<file path="config.mk">
export PLATFORM = sky130hd
export DESIGN_NAME = conv_loop_top
export DESIGN_NICKNAME = d
export VERILOG_FILES = /design/src/hdl/conv_geom_pkg.sv /design/src/hdl/conv_stream_pkg.sv /design/src/hdl/conv_loop_ctrl.sv /design/src/hdl/conv_loop_top.sv /design/src/hdl/frame_load.sv /design/src/hdl/frame_store.sv /design/src/hdl/pixel_out_stage.sv /design/src/hdl/replay_scan.sv
export SDC_FILE = /design/constraint.sdc
export NUM_CORES = 1
export LEC_CHECK = 0
export BUFFER_PORTS_ARGS = -buffer_cell sky130_fd_sc_hd__buf_2
export CAP_MARGIN = 20
export CORE_UTILIZATION = 54
export DETAILED_ROUTE_END_ITERATION = 6
export GPL_TIMING_DRIVEN = 0
export PLACE_DENSITY_LB_ADDON = 0.3
export SLEW_MARGIN = 10
export SYNTH_ARGS = -nofsm -noshare
export SYNTH_HDL_FRONTEND = slang
export SYNTH_SLANG_ARGS = --single-unit
</file>
<file path="constraint.sdc">
create_clock -name clk -period 9.9 [get_ports clk]
set_input_delay 2.97 -clock clk [delete_from_list [all_inputs] [get_ports clk]]
set_output_delay 2.97 -clock clk [all_outputs]
set_load 0.03 [all_outputs]
</file>
<file path="src/hdl/conv_geom_pkg.sv">
package conv_geom_pkg;

	////////////////////////////////////////
	// Image geometry
	////////////////////////////////////////

	// Pixels per image row
	localparam int IMAGE_WIDTH = 4;

	// Pixels per channel, square image
	localparam int IMAGE_SIZE = IMAGE_WIDTH * IMAGE_WIDTH;

	////////////////////////////////////////
	// Channel geometry
	////////////////////////////////////////

	localparam int IN_CHANNELS  = 3;
	// One replay pass per output channel
	localparam int OUT_CHANNELS = 4;

	// Padding rate of the downstream kernel window
	localparam int PAD_RATE = 1;

	// Idle cycles after each channel so the window can drain
	localparam int CHANNEL_GAP = IMAGE_WIDTH * PAD_RATE + PAD_RATE;

	// Derived counts
	localparam int FRAME_PIXELS = IN_CHANNELS * IMAGE_SIZE;
	localparam int SLOT_LEN     = IMAGE_SIZE + CHANNEL_GAP;

	localparam int PIXEL_BITS = 16;

endpackage

</file>
<file path="src/hdl/conv_stream_pkg.sv">
package conv_stream_pkg;

	import conv_geom_pkg::*;

	////////////////////////////////////////
	// Stream word types
	////////////////////////////////////////

	// One pixel word
	typedef logic [PIXEL_BITS-1:0] pixel_t;

	// Index into the frame store
	typedef logic [$clog2(FRAME_PIXELS)-1:0] frame_addr_t;

	// Input channel tag
	typedef logic [$clog2(IN_CHANNELS+1)-1:0] ch_in_t;

	// Pass tag, one pass per output channel
	typedef logic [$clog2(OUT_CHANNELS+1)-1:0] pass_t;

	// Position inside one channel slot, pixels then gap
	typedef logic [$clog2(IMAGE_SIZE+CHANNEL_GAP)-1:0] scan_cnt_t;

endpackage

</file>
<file path="src/hdl/conv_loop_ctrl.sv">
module conv_loop_ctrl (
	input  logic clk,
	input  logic reset,
	input  logic frame_loaded,
	input  logic scan_done,
	output logic load_en,
	output logic scan_start,
	output logic busy
);

	typedef enum logic {
		LOAD,
		REPLAY
	} loop_state_t;

	loop_state_t state;

	// Counts down the output pipeline after the last read
	logic [1:0] drain_cnt;

	////////////////////////////////////////
	// State machine
	////////////////////////////////////////

	always_ff @(posedge clk) begin
		if (reset) begin
			state      <= LOAD;
			scan_start <= 1'b0;
			drain_cnt  <= 2'd0;
		end else begin
			scan_start <= 1'b0;
			case (state)
				LOAD: begin
					if (frame_loaded) begin
						state      <= REPLAY;
						scan_start <= 1'b1;
					end
				end
				REPLAY: begin
					// Memory read stage plus output register
					if (scan_done) begin
						drain_cnt <= 2'd2;
					end else if (drain_cnt != 2'd0) begin
						drain_cnt <= drain_cnt - 2'd1;
						if (drain_cnt == 2'd1) begin
							state <= LOAD;
						end
					end
				end
				default: begin
					state <= LOAD;
				end
			endcase
		end
	end

	////////////////////////////////////////
	// Outputs
	////////////////////////////////////////

	assign busy = (state == REPLAY);

	// Closed in the frame_loaded cycle so a stray pixel
	// cannot overwrite address zero before the replay starts
	assign load_en = (state == LOAD) && !frame_loaded;

endmodule

</file>
<file path="src/hdl/conv_loop_top.sv">
module conv_loop_top
	import conv_stream_pkg::*;
(
	input  logic   clk,
	input  logic   reset,
	input  logic   valid_in,
	input  pixel_t pxl_in,
	output pixel_t pxl_out,
	output logic   valid_out,
	output ch_in_t ch_in_out,
	output pass_t  pass_out,
	output logic   last_out,
	output logic   busy
);

	// Control handshake
	logic load_en;
	logic scan_start;
	logic frame_loaded;
	logic scan_done;

	// Write side
	logic        wr_en;
	frame_addr_t wr_addr;
	pixel_t      wr_data;

	// Read side and issue-time tags
	logic        rd_en;
	frame_addr_t rd_addr;
	pixel_t      rd_data;
	ch_in_t      scan_ch_in;
	pass_t       scan_pass;
	logic        scan_last;

	////////////////////////////////////////
	// Control
	////////////////////////////////////////

	conv_loop_ctrl u_ctrl (
		.clk          (clk),
		.reset        (reset),
		.frame_loaded (frame_loaded),
		.scan_done    (scan_done),
		.load_en      (load_en),
		.scan_start   (scan_start),
		.busy         (busy)
	);

	////////////////////////////////////////
	// Datapath
	////////////////////////////////////////

	frame_load u_load (
		.clk          (clk),
		.reset        (reset),
		.load_en      (load_en),
		.valid_in     (valid_in),
		.pxl_in       (pxl_in),
		.wr_en        (wr_en),
		.wr_addr      (wr_addr),
		.wr_data      (wr_data),
		.frame_loaded (frame_loaded)
	);

	frame_store u_store (
		.clk     (clk),
		.wr_en   (wr_en),
		.wr_addr (wr_addr),
		.wr_data (wr_data),
		.rd_en   (rd_en),
		.rd_addr (rd_addr),
		.rd_data (rd_data)
	);

	replay_scan u_scan (
		.clk        (clk),
		.reset      (reset),
		.scan_start (scan_start),
		.rd_en      (rd_en),
		.rd_addr    (rd_addr),
		.scan_ch_in (scan_ch_in),
		.scan_pass  (scan_pass),
		.scan_last  (scan_last),
		.scan_done  (scan_done)
	);

	pixel_out_stage u_out (
		.clk        (clk),
		.reset      (reset),
		.rd_en      (rd_en),
		.scan_ch_in (scan_ch_in),
		.scan_pass  (scan_pass),
		.scan_last  (scan_last),
		.rd_data    (rd_data),
		.pxl_out    (pxl_out),
		.valid_out  (valid_out),
		.ch_in_out  (ch_in_out),
		.pass_out   (pass_out),
		.last_out   (last_out)
	);

endmodule

</file>
<file path="src/hdl/frame_load.sv">
module frame_load
	import conv_geom_pkg::*, conv_stream_pkg::*;
(
	input  logic        clk,
	input  logic        reset,
	input  logic        load_en,
	input  logic        valid_in,
	input  pixel_t      pxl_in,
	output logic        wr_en,
	output frame_addr_t wr_addr,
	output pixel_t      wr_data,
	output logic        frame_loaded
);

	frame_addr_t addr_cnt;
	logic        accept;

	// Pixels offered outside the load window are lost
	assign accept = load_en && valid_in;

	////////////////////////////////////////
	// Write address counter
	////////////////////////////////////////

	always_ff @(posedge clk) begin
		if (reset) begin
			addr_cnt     <= '0;
			frame_loaded <= 1'b0;
		end else begin
			frame_loaded <= 1'b0;
			if (accept) begin
				if (addr_cnt == frame_addr_t'(FRAME_PIXELS - 1)) begin
					// Last pixel of the map
					addr_cnt     <= '0;
					frame_loaded <= 1'b1;
				end else begin
					addr_cnt <= addr_cnt + 1'b1;
				end
			end
		end
	end

	assign wr_en   = accept;
	assign wr_addr = addr_cnt;
	assign wr_data = pxl_in;

endmodule

</file>
<file path="src/hdl/frame_store.sv">
module frame_store
	import conv_geom_pkg::*, conv_stream_pkg::*;
(
	input  logic        clk,
	input  logic        wr_en,
	input  frame_addr_t wr_addr,
	input  pixel_t      wr_data,
	input  logic        rd_en,
	input  frame_addr_t rd_addr,
	output pixel_t      rd_data
);

	////////////////////////////////////////
	// Storage for one input feature map
	////////////////////////////////////////

	pixel_t mem [0:FRAME_PIXELS-1];

	// Write port
	always_ff @(posedge clk) begin
		if (wr_en) begin
			mem[wr_addr] <= wr_data;
		end
	end

	// Read port, one cycle latency
	always_ff @(posedge clk) begin
		if (rd_en) begin
			rd_data <= mem[rd_addr];
		end
	end

endmodule

</file>
<file path="src/hdl/pixel_out_stage.sv">
module pixel_out_stage
	import conv_stream_pkg::*;
(
	input  logic   clk,
	input  logic   reset,
	input  logic   rd_en,
	input  ch_in_t scan_ch_in,
	input  pass_t  scan_pass,
	input  logic   scan_last,
	input  pixel_t rd_data,
	output pixel_t pxl_out,
	output logic   valid_out,
	output ch_in_t ch_in_out,
	output pass_t  pass_out,
	output logic   last_out
);

	logic   rd_en_d;
	logic   last_d;
	ch_in_t ch_d;
	pass_t  pass_d;

	////////////////////////////////////////
	// Match the memory read latency
	////////////////////////////////////////

	always_ff @(posedge clk) begin
		if (reset) begin
			rd_en_d <= 1'b0;
			last_d  <= 1'b0;
		end else begin
			rd_en_d <= rd_en;
			last_d  <= scan_last;
		end
	end

	always_ff @(posedge clk) begin
		ch_d   <= scan_ch_in;
		pass_d <= scan_pass;
	end

	////////////////////////////////////////
	// Output register
	////////////////////////////////////////

	always_ff @(posedge clk) begin
		if (reset) begin
			valid_out <= 1'b0;
			last_out  <= 1'b0;
			pxl_out   <= '0;
		end else begin
			valid_out <= rd_en_d;
			last_out  <= rd_en_d && last_d;
			// Idle cycles carry a zero pixel
			pxl_out   <= rd_en_d ? rd_data : '0;
		end
	end

	always_ff @(posedge clk) begin
		ch_in_out <= ch_d;
		pass_out  <= pass_d;
	end

endmodule

</file>
<file path="src/hdl/replay_scan.sv">
module replay_scan
	import conv_geom_pkg::*, conv_stream_pkg::*;
(
	input  logic        clk,
	input  logic        reset,
	input  logic        scan_start,
	output logic        rd_en,
	output frame_addr_t rd_addr,
	output ch_in_t      scan_ch_in,
	output pass_t       scan_pass,
	output logic        scan_last,
	output logic        scan_done
);

	logic        active;
	scan_cnt_t   pos;
	ch_in_t      ch;
	pass_t       pass;
	// First address of the current channel
	frame_addr_t ch_base;

	logic in_pixels;
	logic last_read;

	assign in_pixels = (pos < scan_cnt_t'(IMAGE_SIZE));
	assign last_read = (pass == pass_t'(OUT_CHANNELS - 1)) &&
		(ch == ch_in_t'(IN_CHANNELS - 1)) &&
		(pos == scan_cnt_t'(IMAGE_SIZE - 1));

	////////////////////////////////////////
	// Slot, channel and pass counters
	////////////////////////////////////////

	always_ff @(posedge clk) begin
		if (reset) begin
			active  <= 1'b0;
			pos     <= '0;
			ch      <= '0;
			pass    <= '0;
			ch_base <= '0;
		end else if (scan_start) begin
			active  <= 1'b1;
			pos     <= '0;
			ch      <= '0;
			pass    <= '0;
			ch_base <= '0;
		end else if (active) begin
			if (last_read) begin
				// Whole map replayed for every output channel
				active  <= 1'b0;
				pos     <= '0;
				ch      <= '0;
				pass    <= '0;
				ch_base <= '0;
			end else if (pos == scan_cnt_t'(SLOT_LEN - 1)) begin
				pos <= '0;
				if (ch == ch_in_t'(IN_CHANNELS - 1)) begin
					// Next pass restarts at the top of the map
					ch      <= '0;
					ch_base <= '0;
					pass    <= pass + 1'b1;
				end else begin
					ch      <= ch + 1'b1;
					ch_base <= ch_base + frame_addr_t'(IMAGE_SIZE);
				end
			end else begin
				pos <= pos + 1'b1;
			end
		end
	end

	////////////////////////////////////////
	// Read issue
	////////////////////////////////////////

	// Gap positions issue no read
	assign rd_en      = active && in_pixels;
	assign rd_addr    = ch_base + frame_addr_t'(pos);
	assign scan_ch_in = ch;
	assign scan_pass  = pass;
	assign scan_last  = active && last_read;
	assign scan_done  = active && last_read;

endmodule

</file>
Yosys cells after proc, flatten, opt, wreduce, memory -nomap -nowiden
Memories as Yosys holds them, arrays and structs flattened. A register that Yosys moved wholly into a read port is not among the register bits.
Cells that the tools add are included.

word-level totals
  RAM bits = 768
  output and inout port bits = 24
  flip-flop bits (word level) = 58
  memories kept = 1
  logic and storage cells = 81
  bits of input ports = 19

memory list
  name         depth  width  read ports  clocked after memory_dff  write ports  RTL line           text
  u_store.mem  48     16     1           1                         1            frame_store.sv:17  pixel_t mem [0:FRAME_PIXELS-1];

operators by class
  bitwise operators = 3
  muxes and demuxes = 25
  reductions and logical operators = 19
  equality and inequality tests = 6
  magnitude comparators = 1
  add/sub/neg operators = 7

operators by type and width
  kind                 number
  $mux 6               4
  $mux 1               10
  $mux 2               5
  $mux 5               2
  $mux 3               3
  $reduce_bool 2->1    4
  $reduce_or 2->1      4
  $logic_and 1x1->1    7
  $add 6x1->6 const B  1
  $add 6x5->6          1
  $add 6x5->6 const B  1
  $eq 6x6->1 const B   1
  $add 5x1->5 const B  1
  $eq 5x4->1 const B   1
  $eq 5x5->1 const B   1
  $lt 5x5->1 const B   1
  $reduce_and 2->1     2
  $add 3x1->3 const B  1
  $eq 3x2->1 const B   1
  $not 1->1            3
  $reduce_and 3->1     1
  $add 2x1->2 const B  1
  $eq 2x1->1 const B   1
  $eq 2x2->1 const B   1
  3 further kinds      3

Depth between registers and ports, before layout
Gate-level depths: netlist of run 1.

  depth in word-level cells = 6
  mapped depth = 11
  gate-level depth less buffers = 7

Hierarchy
A second synthesis of run 1 with hierarchy kept.

unflattened totals
  cells, all modules = 1719
  area total of the unflattened synthesis = 32725.1 um^2

by module, submodules not included
  module           cells each  area an instance (um^2)  instances  seq. area each (um^2)
  frame_store      1499        30460.5                  1          23542.6
  replay_scan      95          832.0                    1          260.2
  pixel_out_stage  53          795.8                    1          600.6
  frame_load       52          441.7                    1          140.1
  conv_loop_ctrl   20          195.2                    1          80.1

Worst setup path after synthesis of run 1
No wires, ideal clock.

  path type = input-to-reg
  from = input port valid_in
  to = memory u_store.mem[31][0] (netlist bit) (enable)
  arrival time = 4.915 ns
  library setup time = 0.413 ns
  data required time = 9.487 ns
  cell stages on the path = 4
  path buffers = 1
  setup slack = 4.572 ns
  cell sequence = nor4bb_1 clkbuf_1 nand3_1 nor3b_1

between the ends
  cells in the longest elaborated chain, start to end = 3

RTL lines
  what                          RTL line            text
  from (decl)                   conv_loop_top.sv:6  input logic valid_in,
  $logic_and 1x1->1             frame_load.sv:19    assign accept = load_en && valid_in;
  $mux 1                        frame_store.sv:21   if (wr_en) begin
  $mux 1 (implied by the code)  frame_store.sv:22   mem[wr_addr] <= wr_data;
  to (decl)                     frame_store.sv:17

Every way passes these cells.

Worst setup path in the final report of run 1
  from = input port valid_in
  to = memory u_store.mem[43][12] (netlist bit) (enable)

The elaborated chain is that of the path after synthesis.

==> results.json, run 1 <==
{
  "outcome": "finished with violations",
  "failed_checks": "design-rule violations",
  "effective_utilization_at_floorplan_pct": 54.7,
  "hold_start": "u_out.pass_d[0]",
  "path_cells": "buf_2 > nor3b_1 > nor2b_1 > nand2_1 > nor2_2",
  "timing.final.hold_violations": 0,
  "netlist_top_cells_area": "edfxtp_1 (73%), mux4_2 (8.6%), mux2i_1 (5.4%)",
  "hold_buffers": 0,
  "global_route_wire_length_before_repair_um": 112000,
  "cts_tree": "built",
  "skew_ps": 26.5,
  "grt.total_usage_pct": 26.1,
  "die_height_um": 247,
  "detailroute.via_count": 16500,
  "cts.htree.levels": 3,
  "postSynthCellCount": 1623,
  "detailedPlacementHpwl_um": 48800,
  "die_x_um": 247,
  "postSynth.topFlopCell": "edfxtp_1",
  "number_of_different_library_cells_in_the_post_synthesis_netlist": 58,
  "synth_largest_area_cell": "edfxtp_1",
  "layout_worst_path_cycle_share_pct": 52.0,
  "placementRows": 89,
  "drc_errors": 9,
  "worstReg2RegStart": "u_scan.pos[3]",
  "cell_area_power_density_nw_per_um2": 192,
  "path_clk_slew_ps": 60,
  "ir_worst_vdd_v": 0.000124,
  "synth_seq_cells": 838,
  "postSynthAreaPerCell_um2": 19.9,
  "tightestPinTransition_ps": 1180,
  "placeableCoreArea_um2": 59100,
  "antenna-diode-count": 0,
  "drive_gt1_share_pct": 24.0,
  "yosysSeqAreaShare_pct": 76.1,
  "worst-path-max-fanout": 16,
  "globalRouteOverflowTotal": 0,
  "cp.arrival_ps": 5400,
  "synthesis.area_um2": 32300,
  "port-buffer-count": 42,
  "power_w": 0.00708,
  "post_drt_via_cell_ratio": 6.26,
  "ctsRootBufferMaster": "clkbuf_16",
  "drt-initial-drc-count": 1978,
  "timing_worst_setup_path_type": "in -> reg",
  "maxCapViolations": 0,
  "clk_latency_ps": 640,
  "gp_congestion": 1.02,
  "most_common_library_cell_in_the_layout_ignoring_fill_and_taps": "edfxtp_1",
  "max_freq_mhz": 194,
  "design.die.area_um2": 60900,
  "layout_common_cells": "edfxtp_1 (784), mux2i_1 (174), mux4_2 (123), clkbuf_16 (86), buf_2 (70)",
  "post-cts-setup-buffers": 0,
  "share_of_flip_flops_with_an_asynchronous_set_or_reset_after_synthesis_pct": 0,
  "critical_path.startpoint": "valid_in",
  "io_pins": 43,
  "setup_violations": 0,
  "highest-signal-layer": "met5",
  "grt_pass1_vias": 16300,
  "slowest_stage_cell_cp": "nor2_2",
  "fin_util_pct": 62.5,
  "cts_sinks": 838,
  "grt_max_degree": 49,
  "place_inst": 2481,
  "family_of_cells_with_the_greatest_summed_delay_on_the_critical_path": "simple AND/OR/NAND/NOR gates",
  "post_drt_wl_per_cell_um": 29.3,
  "synth_enable_flop_cells": 784,
  "tns_ps": 0,
  "critPathLaunchType": "primary input",
  "yosys_warning_total": 0,
  "timing.final.crit_period_ps": 5150,
  "drt_pre_antenna_iters": 7,
  "met2_length_um": 36200,
  "final_antenna_net_count": 0,
  "resize_count_post_cts": 0,
  "grt_antenna_before_repair": 1,
  "length_of_routed_met3_wiring_um": 7500,
  "layout.nets": 1824,
  "timing.hold.worst.class": "reg -> reg",
  "route.final.wire_length_um": 77200,
  "cts.path.max_buffers": 3,
  "timing.critical_path.slowest_cell_delay_ps": 930,
  "layout.cells.non_filler": 2634,
  "yosys.area.top_type_share_pct": 72.8,
  "postSynthNetCount": 1651,
  "critical_path_required_ps": 10160,
  "slew_headroom_pct": 21.0,
  "cp-end-kind": "flip-flop",
  "routedLengthMet1_um": 30900,
  "max_slew_violation_count": 0,
  "numCtsBuffers": 83,
  "area_delta_synth_final_pct": 14.2,
  "timing.critical_path.buf_inv": 1,
  "total_leakage_power_nw": 11.3,
  "grt_setup_unrepaired": "no"
}
==> per-stage QoR <==
step / instance area, um2 / setup WS (ps) / hold slack (ps)
2_1_floorplan: 32300 / 4570 / 310
3_3_place_gp: 33500 / 3310 / 312
3_5_place_dp: 34200 / 4190 / 312
4_1_cts: 36900 / 4840 / 326
5_1_grt: 36900 / 4710 / 332
6_report: 36900 / 4750 / 326
==> worst paths after layout <==
path | cells past startpoint | end | slack [ps]
worst max-delay path | 5 | u_store.mem[43][12] | 4750
worst min-delay path | 0 | u_out.pass_out[0] | 330
worst max register to register | 11 | u_scan.pos[3] | 6220
worst min register to register | 0 | u_out.pass_out[0] | 330
==> sequential cells by signal, indices dropped and copies added, names as in the netlist, 2 cells and up <==
signal             count
u_scan.scan_pass       3
u_store.rd_data       16
u_out.ch_in_out        2
u_out.pxl_out         16
u_load.wr_addr         6
u_scan.pos             5
u_ctrl.drain_cnt       2
u_scan.scan_ch_in      2
u_out.ch_d             2
u_out.pass_d           3
u_out.pass_out         3
u_scan.ch_base         2
u_store.mem          768
==> metal layers <==
| layer | GRT usage [%] | vias to the layer above |
|---|---|---|
| met3 | 5.72 | 126 |
| li1 | - | 6939 |
| met2 | 40.0 | 873 |
| met4 | 9.88 | 2 |
| met5 | 0 | - |
| met1 | 36.9 | 8542 |
==> kinds of logic (layout without fill, tap and decap cells) <==
group                    Yosys count  in the layout  synth area share [%]
AO/OA/AOI/OAI                    133            133                  3.34
XOR/XNOR                           7              7                 0.213
flip-flops                       838            838                  76.1
adder cells (fa/ha/maj)            9              9                 0.348
multiplexers                     305            305                  14.6
AND/OR/NAND/NOR                  229            229                  3.55
buffers and inverters            102            340                  1.85
==> area by class of cell <==
type | instances | area, um2
flip-flops and latches | 838 | 24600
multi-input cells | 683 | 7250
plain buffers | 93 | 566
fillers | 3921 | 22200
well taps | 773 | 967
clock inverters | 32 | 310
inverters | 9 | 33.8
clock buffers | 118 | 2330
repair buffers | 88 | 841
==> cells in the mapped netlist, drive strengths merged, types with 9 or more instances <==
cell type and instances:
mux4 130, buf 63, edfxtp 784, nor2b 27
o311a 15, o22a 31, inv 9, and3 17
nand2 66, o2111ai 31, and2 24, a21oi 24
a22oi 16, nor2 61, clkbuf 30, ha 9
dfxtp 54, mux2i 174
==> power by group <==
group	switching, W	leakage, nW	internal [W]	total [W]
Sequential	0.00000424	7.49	0.00389	0.00389
Clock	0.00129	1.30	0.00178	0.00306
Combinational	0.000103	2.55	0.0000263	0.000129
Total	0.00140	11.3	0.00569	0.00708
Power figures use the tool's default switching activity.
==> run 2: changes to the inputs <==
- ABC_AREA: unset -> 1
- clock period: 9.9 -> 4.5 ns (I/O delays scaled with it)
==> run 2 against run 1 <==
  * The run now ends clean
  * Die area is 4.8% higher
  * First-iteration DRC count is 75% higher
  * Clock skew is 3.8 ps lower
  * Global-route usage is 5.6 points higher
  * Worst setup slack worse by 3400 ps
  * Sequential power is 120% higher
  * Via count is 46% higher
  * Area after synthesis is 4.8% higher
  * Wire length is 30% higher
  * Core utilization hardly changed
  * Critical path type unchanged
==> results.json, run 2 <==
{
  "outcome": "completed",
  "route.final.wire_length_um": 100000,
  "cell_area_power_density_nw_per_um2": 401,
  "post-cts-setup-buffers": 0,
  "ir_worst_vdd_v": 0.000264,
  "globalRouteOverflowTotal": 0,
  "setup_violations": 0,
  "share_of_flip_flops_with_an_asynchronous_set_or_reset_after_synthesis_pct": 0,
  "yosys_warning_total": 0,
  "area_delta_synth_final_pct": 13.9,
  "detailedPlacementHpwl_um": 67900,
  "critical_path_required_ps": 4830,
  "slowest_stage_cell_cp": "nor2_2",
  "slew_headroom_pct": 21.1,
  "reg.largest.list": "u_store.mem x768, u_out.pxl_out x16, u_store.rd_data x16",
  "placementRows": 91,
  "drive_gt1_share_pct": 10.3,
  "fin_util_pct": 62.5,
  "layout_common_cells": "edfxtp_1 (784), nand2_1 (728), nor2_1 (448), nand3_1 (275), o21ai_0 (207)",
  "seqPwrFrac_pct": 55.2,
  "io_pins": 43,
  "clk_latency_ps": 630,
  "most_common_library_cell_in_the_layout_ignoring_fill_and_taps": "edfxtp_1",
  "path_cells": "buf_2 > nand2_1 > nor2_1 > nand3_1 > nor2_2 > buf_8",
  "final_antenna_net_count": 0,
  "max_slew_violation_count": 0,
  "drt-initial-drc-count": 3457,
  "global_route_wire_length_before_repair_um": 145000,
  "antenna-diode-count": 0,
  "synth_enable_flop_cells": 784,
  "yosysSeqAreaShare_pct": 72.6,
  "grt_max_degree": 49,
  "numCtsBuffers": 85,
  "detailroute.via_count": 24000,
  "synth_seq_cells": 838,
  "largest-register": "u_store.mem",
  "total_leakage_power_nw": 14.4,
  "clock_power_share_pct": 43.1,
  "critPathLaunchType": "primary input",
  "ctsRootBufferMaster": "clkbuf_16",
  "postSynthNetCount": 3031,
  "die_x_um": 253,
  "layout_worst_path_cycle_share_pct": 70.5,
  "layout.nets": 3212,
  "yosys.area.top_type_share_pct": 69.4,
  "skew_ps": 22.7,
  "effective_utilization_at_floorplan_pct": 54.8,
  "tightestPinTransition_ps": 1180,
  "tns_ps": 0,
  "grt.total_usage_pct": 31.7,
  "postSynthAreaPerCell_um2": 11.3,
  "post_drt_wl_per_cell_um": 24.5,
  "post_synth_most_frequent_cells": "edfxtp_1 (784), nand2_1 (728), nor2_1 (490)",
  "gp_congestion": 0.991,
  "timing.critical_path.slowest_cell_delay_ps": 790,
  "timing_worst_setup_path_type": "in -> reg",
  "synth_largest_area_cell": "edfxtp_1",
  "cts.htree.levels": 3,
  "timing.final.hold_violations": 0,
  "cts.path.max_buffers": 3,
  "cp.arrival_ps": 3500,
  "synth_most_common_cell": "edfxtp_1",
  "power_w": 0.0155,
  "grt_pass1_vias": 22700,
  "placeableCoreArea_um2": 61800,
  "cts_tree": "built",
  "power.net_switching_w": 0.00310,
  "cp-end-kind": "flip-flop",
  "postSynthCellCount": 3003,
  "path_clk_slew_ps": 60,
  "grt_antenna_before_repair": 0,
  "drt_pre_antenna_iters": 6,
  "port-buffer-count": 41,
  "p_int_w": 0.0124,
  "timing.hold.worst.class": "reg -> reg",
  "max_freq_mhz": 315,
  "holdWs_ps": 326,
  "worst-path-max-fanout": 10,
  "postSynth.topFlopCell": "edfxtp_1",
  "die_height_um": 253,
  "netlist_top_cells_area": "edfxtp_1 (69%), nand2_1 (8.1%), nor2_1 (5.4%)",
  "timing.final.crit_period_ps": 3170,
  "resize_count_post_cts": 0,
  "cts_sinks": 838,
  "post_drt_via_cell_ratio": 5.88,
  "number_of_different_library_cells_in_the_post_synthesis_netlist": 30,
  "pwr-share-comb_pct": 1.7,
  "hold_buffers": 0,
  "grt_setup_unrepaired": "no",
  "maxCapViolations": 0,
  "design.die.area_um2": 63800,
  "netSwitchingFraction_pct": 20.0,
  "synthesis.area_um2": 33900,
  "largest_register_ffs": 768,
  "drc_errors": 0
}
run 2: cell types whose count changed in the layout (fill, tap and decap cells not counted), moves of 24 or more:
cell and delta:
and2_1 -24, mux2i_1 -174, inv_1 +161, o22a_1 -31, nor2b_1 -26, o2111ai_1 -31
nand2_1 +662, o21ai_1 +34, nand3_1 +271, nor2_1 +433, mux4_2 -123, o21ai_0 +206
clkbuf_1 +44
run 2: through the flow:
| step | cells | worst slack (ps) | area, um2 |
|---|---|---|---|
| 3_5_place_dp | 3931 | 554 | 36000 |
| 2_1_floorplan | 3003 | 934 | 33900 |
| 5_1_grt | 4085 | 1210 | 38600 |
| 3_3_place_gp | 3881 | -844 | 35200 |
| 6_report | 4085 | 1330 | 38600 |
| 4_1_cts | 4082 | 1230 | 38600 |
run 2: logic make-up after synthesis:
group,share of synthesized area [%]
xor gates and xnor gates,0.0517
DFF,72.6
AOI/OAI and AO/OA,4.59
adders and majority gates,0.332
and+or+nand+nor,18.0
buffers and inverters,4.39
run 2: worst paths after layout:
path	end	slack, ps	startpoint	cells past startpoint
min reg2reg	u_out.ch_in_out[1]	330	u_out.ch_d[1]	0
max reg2reg	u_store.mem[24][2]	1350	u_ctrl.busy	6
min	u_out.ch_in_out[1]	330	u_out.ch_d[1]	0
max	u_store.mem[24][2]	1330	valid_in	6
run 2: power by group through the flow:
stage               Combinational (W)  Sequential, W  Clock (W)
floorplan                   0.0000547        0.00872          0
global placement             0.000230        0.00872          0
detailed placement           0.000254        0.00872          0
CTS                          0.000255        0.00855    0.00669
global route                 0.000277        0.00855    0.00699
finish                       0.000266        0.00855    0.00668
run 2: layer usage:
metal	part of all wire (%)	vias up	routed length [um]	GRT usage [%]
li1	-	10600	-	-
met2	45	1588	45400	48.4
met3	12	269	11900	6.20
met4	5.6	0	5610	17.6
met1	37	11600	37400	42.8
met5	0	-	0	0
run 2: worst max-delay path: cells and delay by family:
kind | cells | cell delay [ps]
buffers and inverters | 2 | 380
and+or+nand+nor | 4 | 1760
run 2: cell type report:
cell class | instances | area [um2]
buffer | 160 | 827
clock buffer | 114 | 2300
clock inverter | 37 | 280
fill | 4642 | 23200
inverter | 175 | 662
multi-input combinational | 1830 | 7910
sequential | 838 | 24600
tap | 837 | 1050
timing repair buffer | 94 | 986
